==> config.mk <==
export PLATFORM = sky130hd
export DESIGN_NAME = mole_game_top
export DESIGN_NICKNAME = d
export VERILOG_FILES = /design/src/rtl/mole_game_pkg.sv /design/src/rtl/game_fsm.sv /design/src/rtl/hit_scorer.sv /design/src/rtl/mole_game_top.sv /design/src/rtl/round_timer.sv /design/src/rtl/target_lfsr.sv
export SDC_FILE = /design/constraint.sdc
export NUM_CORES = 1
export LEC_CHECK = 0
export BUFFER_PORTS_ARGS = -buffer_cell sky130_fd_sc_hd__clkbuf_2
export CORE_MARGIN = 2
export CORE_UTILIZATION = 25
export DETAILED_ROUTE_END_ITERATION = 8
export GPL_ROUTABILITY_DRIVEN = 0
export GPL_TIMING_DRIVEN = 0
export PLACE_DENSITY = 0.47
export RECOVER_POWER = 100
export REMOVE_ABC_BUFFERS = 1
export SLEW_MARGIN = 20
export SYNTH_ARGS = -nofsm -noshare
export SYNTH_HDL_FRONTEND = slang
export SYNTH_SLANG_ARGS = --single-unit
==> constraint.sdc <==
create_clock -name clk -period 4.9 [get_ports clk]
set_input_delay 0.245 -clock clk [delete_from_list [all_inputs] [get_ports clk]]
set_output_delay 0.245 -clock clk [all_outputs]
set_load 0.05 [all_outputs]
==> src/rtl/mole_game_pkg.sv <==
package mole_game_pkg;

    // sensor board box number, zero means no box was hit
    typedef logic [3:0] box_addr_t;

    typedef logic [10:0] score_t;     // saturates at 2047
    typedef logic [5:0]  seconds_t;   // seconds left in the round
    typedef logic [1:0]  difficulty_t;

    // controller states, same flow as the board firmware
    typedef enum logic [2:0] {
        S_RESET,
        S_LOBBY,
        S_START_GAME,
        S_ACTIVE_GAME,
        S_HIT_DETECTED,
        S_GAME_OVER
    } game_state_t;

    // round length per difficulty, index 0 is the easiest
    localparam seconds_t [3:0] ROUND_SECONDS = {6'd20, 6'd30, 6'd45, 6'd60};

    // target generator, x^4 + x^3 + 1 walks all 15 nonzero values
    localparam box_addr_t LFSR_SEED = 4'b0001;
    localparam box_addr_t LFSR_TAPS = 4'b1100;   // bits 3 and 2 feed back

    // 50 MHz board clock
    localparam int CYCLES_PER_SECOND_DEFAULT = 50_000_000;

endpackage

==> src/rtl/game_fsm.sv <==
`timescale 1ns/1ps

module game_fsm (
    input  logic                      clk,
    input  logic                      reset,
    input  logic                      start,       // level from the start key
    input  mole_game_pkg::box_addr_t  box_address,
    input  logic                      time_up,
    output logic                      clear_round, // one cycle, new round setup
    output logic                      game_active,
    output logic                      hit_strobe,  // one cycle per new hit
    output logic                      game_over    // one cycle at the end
);
    import mole_game_pkg::*;

    game_state_t state_q;
    game_state_t state_d;
    logic        addr_seen_q;  // address was nonzero at the previous edge
    logic        addr_nonzero;
    logic        new_hit;

    assign addr_nonzero = (box_address != '0);
    assign new_hit      = addr_nonzero && !addr_seen_q; // rising hit only

    always_ff @(posedge clk or posedge reset) begin
        if (reset) begin
            state_q     <= S_RESET;
            addr_seen_q <= 1'b0;
        end else begin
            state_q     <= state_d;
            addr_seen_q <= addr_nonzero; // sampled in every state
        end
    end

    // next state
    always_comb begin
        state_d = state_q;
        case (state_q)
            S_RESET: begin
                state_d = S_LOBBY;
            end
            S_LOBBY: begin
                if (start) begin
                    state_d = S_START_GAME;
                end
            end
            S_START_GAME: begin
                state_d = S_ACTIVE_GAME; // timer and scorer set up this cycle
            end
            S_ACTIVE_GAME: begin
                if (time_up) begin
                    state_d = S_GAME_OVER;  // end of round beats a late hit
                end else if (new_hit) begin
                    state_d = S_HIT_DETECTED;
                end
            end
            S_HIT_DETECTED: begin
                // a second hit here is dropped
                if (time_up) begin
                    state_d = S_GAME_OVER;
                end else begin
                    state_d = S_ACTIVE_GAME;
                end
            end
            S_GAME_OVER: begin
                state_d = S_LOBBY; // final score stays on the display
            end
            default: begin
                state_d = S_LOBBY;
            end
        endcase
    end

    // outputs straight from the state
    assign clear_round = (state_q == S_START_GAME);
    assign game_active = (state_q == S_ACTIVE_GAME) || (state_q == S_HIT_DETECTED);
    assign hit_strobe  = (state_q == S_HIT_DETECTED);
    assign game_over   = (state_q == S_GAME_OVER);

endmodule

==> src/rtl/hit_scorer.sv <==
`timescale 1ns/1ps

module hit_scorer (
    input  logic                      clk,
    input  logic                      reset,
    input  logic                      clear_round,
    input  logic                      hit_strobe,  // high the cycle after the hit
    input  mole_game_pkg::box_addr_t  box_address,
    input  mole_game_pkg::box_addr_t  target,
    output mole_game_pkg::score_t     score,
    output logic                      correct      // one cycle per scored hit
);
    import mole_game_pkg::*;

    box_addr_t hit_addr_q; // address one edge back, lines up with hit_strobe
    logic      match;

    // the player may release the box before the strobe, so compare the
    // address seen at the edge where the hit was detected
    always_ff @(posedge clk) begin
        hit_addr_q <= box_address;
    end

    assign match = hit_strobe && (hit_addr_q == target);

    always_ff @(posedge clk or posedge reset) begin
        if (reset) begin
            score   <= '0;
            correct <= 1'b0;
        end else begin
            correct <= match;  // wrong box leaves everything alone
            if (clear_round) begin
                score <= '0;
            end else if (match && (score != '1)) begin
                score <= score + 1'b1; // stop at 2047
            end
        end
    end

endmodule

==> src/rtl/mole_game_top.sv <==
`timescale 1ns/1ps

module mole_game_top #(
    parameter int CYCLES_PER_SECOND = mole_game_pkg::CYCLES_PER_SECOND_DEFAULT
) (
    input  logic                        clk,
    input  logic                        reset,
    input  logic                        start,
    input  mole_game_pkg::box_addr_t    box_address,  // zero when nothing hit
    input  mole_game_pkg::difficulty_t  difficulty,
    output mole_game_pkg::score_t       score,
    output mole_game_pkg::box_addr_t    target,
    output mole_game_pkg::seconds_t     seconds_left,
    output logic                        game_active,
    output logic                        hit_seen,     // any new hit
    output logic                        correct_hit,
    output logic                        game_over
);

    logic clear_round;
    logic hit_strobe;
    logic time_up;
    logic lfsr_load;

    // new target at round start and after each scored hit
    assign lfsr_load = clear_round | correct_hit;
    assign hit_seen  = hit_strobe;

    game_fsm i_fsm (
        .clk         (clk),
        .reset       (reset),
        .start       (start),
        .box_address (box_address),
        .time_up     (time_up),
        .clear_round (clear_round),
        .game_active (game_active),
        .hit_strobe  (hit_strobe),
        .game_over   (game_over)
    );

    target_lfsr i_lfsr (
        .clk    (clk),
        .reset  (reset),
        .load   (lfsr_load),
        .target (target)
    );

    round_timer #(
        .CYCLES_PER_SECOND (CYCLES_PER_SECOND)
    ) i_timer (
        .clk          (clk),
        .reset        (reset),
        .clear_round  (clear_round),
        .game_active  (game_active),  // also counts through hit detected
        .difficulty   (difficulty),
        .seconds_left (seconds_left),
        .time_up      (time_up)
    );

    hit_scorer i_scorer (
        .clk         (clk),
        .reset       (reset),
        .clear_round (clear_round),
        .hit_strobe  (hit_strobe),
        .box_address (box_address),
        .target      (target),
        .score       (score),
        .correct     (correct_hit)
    );

endmodule

==> src/rtl/round_timer.sv <==
`timescale 1ns/1ps

module round_timer #(
    parameter int CYCLES_PER_SECOND = mole_game_pkg::CYCLES_PER_SECOND_DEFAULT
) (
    input  logic                        clk,
    input  logic                        reset,
    input  logic                        clear_round,
    input  logic                        game_active,
    input  mole_game_pkg::difficulty_t  difficulty,
    output mole_game_pkg::seconds_t     seconds_left,
    output logic                        time_up
);
    import mole_game_pkg::*;

    // one spare bit so CYCLES_PER_SECOND = 1 still gives a legal width
    localparam int PRESCALE_W = $clog2(CYCLES_PER_SECOND + 1);

    logic [PRESCALE_W-1:0] prescale_q;
    logic                  second_tick;

    assign second_tick = game_active &&
                         (prescale_q == PRESCALE_W'(CYCLES_PER_SECOND - 1));

    // prescaler, runs only while the round is live
    always_ff @(posedge clk or posedge reset) begin
        if (reset) begin
            prescale_q <= '0;
        end else if (clear_round) begin
            prescale_q <= '0;
        end else if (second_tick) begin
            prescale_q <= '0;                  // wrap once per second
        end else if (game_active) begin
            prescale_q <= prescale_q + 1'b1;
        end
    end

    // countdown
    always_ff @(posedge clk or posedge reset) begin
        if (reset) begin
            seconds_left <= '0;
        end else if (clear_round) begin
            // difficulty is captured here as its round length
            seconds_left <= ROUND_SECONDS[difficulty];
        end else if (second_tick && (seconds_left != '0)) begin
            seconds_left <= seconds_left - 1'b1;
        end
    end

    // held until the controller leaves the active states
    assign time_up = game_active && (seconds_left == '0);

endmodule

==> src/rtl/target_lfsr.sv <==
`timescale 1ns/1ps

module target_lfsr (
    input  logic                      clk,
    input  logic                      reset,
    input  logic                      load,   // round start or correct hit
    output mole_game_pkg::box_addr_t  target
);
    import mole_game_pkg::*;

    box_addr_t lfsr_q;
    logic      feedback;

    // fibonacci form, xor of the tapped bits shifts in at the bottom
    assign feedback = ^(lfsr_q & LFSR_TAPS);

    always_ff @(posedge clk or posedge reset) begin
        if (reset) begin
            lfsr_q <= LFSR_SEED;
            target <= '0;  // no target before the first round
        end else begin
            lfsr_q <= {lfsr_q[2:0], feedback}; // free running, never zero
            if (load) begin
                target <= lfsr_q; // value before this edge's step
            end
        end
    end

endmodule

==> results.yml <==
status:
  outcome: "finished with violations"
  violations: "capacitance limit, slew limit"
sta:
  setup_viol: 0
  maxSlewHeadroom_pct: -23.0
  finalCritPeriodShare_pct: 58.4
  finalSetupTns_ns: 0
  tightest_slew_ns: 1.84
  drv_slew: 35
  period_needed_ns: 2.86
  rsz0062_at_grt: "no"
  hold_viol_final: 0
  skew_ns: 0.00601
  holdWs_ns: 0.0305
  max_freq_ghz: 0.349
clocking:
  clock_latency_ns: 0.33
  postCtsSetupRepairBufs: 0
  hold_buffers: 1
  cts_resized: 0
  clk_pin_slew_ns: 0.06
  cts.sink_count: 60
  ctsHtreeMaxLevel: 3
  cts_buffer_depth: 2
  numCtsBuffers: 9
  cts_tree: "done"
  ctsRootBufferMaster: "clkbuf_16"
placement:
  postPlaceCellArea_um2: 3390
  io_buffers: 33
  dp_hpwl_um: 4980
setup_path:
  worstSetupEndpointType: "output port"
  crit_type: "register to output port"
  start_kind: "register"
  crit_required_ns: 4.66
  critical_path.max_fanout: 8
  cp.arrival_ns: 2.62
route:
  viasPerCell: 5.03
  drc_errors: 0
  routed_wl_um: 7150
  wl_per_cell_um: 14.3
  num_vias: 2513
  firstDrtPassIters: 4
  final_antenna_net_count: 0
  drt_iter0_drc: 99
global_route:
  grt_max_degree: 35
  grt_pass1_vias: 2521
  grt_pass1_wl_um: 12400
  track_usage_pct: 12.0
  grt_antenna_before_repair: 0
  overflow: 0
layout:
  drive_above_1_share_pct: 11.6
  seq_area_um2: 1480
  multi_input_area_um2: 1470
  final_cell_area_um2: 3670
  nNetsFinal: 360
  syn_to_final_growth_pct: 20.4
  utilization_pct: 30.6
  fill_cells: 1242
  antenna_cells: 0
synthesis:
  yosysTopAreaCell: "dfrtp_1"
  yosys_most_used_dff: "dfrtp_1"
  yosysSeqAreaShare_pct: 48.7
  async_reset_ff_share_pct: 93.3
  ys_types: 51
  syn_inst: 311
  ys_top_cells_by_area: "dfrtp_1 45%, a21oi_1 3.6%, xnor2_1 3.2%, a31oi_1 3.1%, dfxtp_1 2.6%"
  syn_area_per_cell_um2: 9.79
  ys_warn_count: 0
  synthesis.area_um2: 3040
  synth_edf_count: 0
  synth-seq-cells: 60
  netlist.area_leader.share_pct: 45.2
worst_hold_path:
  hp-class: "primary input to register"
floorplanning:
  die-area_um2: 13100
  core-area_um2: 12000
  io_pins: 34
  fp.dieW_um: 114
  start_util_pct: 25.4
  die_y_um: 114
  row_count: 40
power:
  total_power_mw: 1.72
  powerDensity_nw_per_um2: 470
  peakVddDrop_uv: 151
  p_leak_nw: 1.49
flow_run:
  max-cap-violations: 1
worst max-delay path, cell delays in order, from the launching register on:
cell      delay [ns]
dfrtp_1         0.44
nor3b_1         0.82
nor2_1          0.26
inv_1           0.27
clkbuf_1        0.50
Yosys cell counts, types with 7 or more instances:
cell type and number:
nand3_1 16, nand2_1 19, o21ai_0 10, a31oi_1 15, nor3_1 9, nor4_1 7
a22o_1 7, dfrtp_1 55, nor2_1 20, inv_1 13, and3_1 7, xnor2_1 11
nand4_1 8, o31ai_1 8, or4_1 8, a21oi_1 22
cells by family (layout without fill, tap and decap cells):
family,count (synthesis),count (layout),share of synthesized area (%)
simple gates,129,129,24.6
compound gates,74,74,15.5
flops,60,60,48.7
buf+inv,22,64,2.92
xor+xnor,17,17,4.89
mux,6,6,2.18
fa+ha+maj,3,3,1.23
power by group:
group,switching (mW),internal (mW)
sequential,0.0548,0.541
clock,0.252,0.455
combinational,0.298,0.124
area by class of cell:
type	instances	share of cell area, %
repair buffers	35	3.96
inverters	13	1.37
multi-input cells	229	40.2
flip-flops and latches	60	40.4
clock buffers	9	6.14
well taps	147	5.02
clock inverters	7	2.90
final timing paths:
kind	start	end	slack, ns	cells after the start
min in group asynchronous	reset	i_fsm.state_q[1]$_DFFE_PP0P_	0.66	3
min	box_address[2]	i_scorer.hit_addr_q[2]$_DFF_P_	0.03	1
max reg2reg	i_fsm.state_q[0]$_DFFE_PP0P_	i_timer.prescale_q[24]$_DFFE_PP0P_	2.20	5
max	i_fsm.state_q[0]$_DFFE_PP0P_	game_active	2.04	4
min reg2reg	i_lfsr.lfsr_q[1]$_DFF_PP0_	i_lfsr.lfsr_q[2]$_DFF_PP0_	0.39	0
max in group asynchronous	reset	i_timer.prescale_q[15]$_DFFE_PP0P_	2.05	4
cell usage in the layout, fill, tap and decap left out, drive strengths merged, types with 2 or more instances in the layout:
cell    instances
dfrtp          55
clkbuf         43
a21oi          22
nor2           20
nand2          20
nand3          16
inv            16
a31oi          15
xnor2          11
o21ai          10
nor3           10
or4             9
o31ai           8
nand4           8
nor4            8
and3            7
a22o            7
nand2b          6
xor2            6
and4            5
mux2            5
nor2b           4
or2             4
dfxtp           4
ha              3
and2            3
or3             2
or3b            2
o22ai           2
nand3b          2
bufinv          2
metal layers:
metal  vias to the layer above  routed length [µm]  global-route usage, %
met5                         -                   0                      0
li1                       1230                   -                      -
met3                         6                 424                   4.34
met2                        55                3350                   19.0
met4                         0                  82                   4.31
met1                      1222                3290                   15.0
registers in the layout (all words and copies together) (netlist names):
register and flops:
i_fsm.addr_seen_q 1, i_fsm.state_q 3, i_timer.seconds_left 6, i_scorer.correct 1
i_timer.prescale_q 26, i_lfsr.target 4, i_scorer.hit_addr_q 4, i_lfsr.lfsr_q 4
i_scorer.score 11
per-stage QoR:
stage                     worst slack, ns  std cells
after floorplan                      2.05        302
after global placement               1.64        482
after detailed placement             2.65        483
after CTS                            2.63        500
after global routing                 1.44        500
final                                2.04        500
No activity file was read; power rests on OpenSTA's default activity.
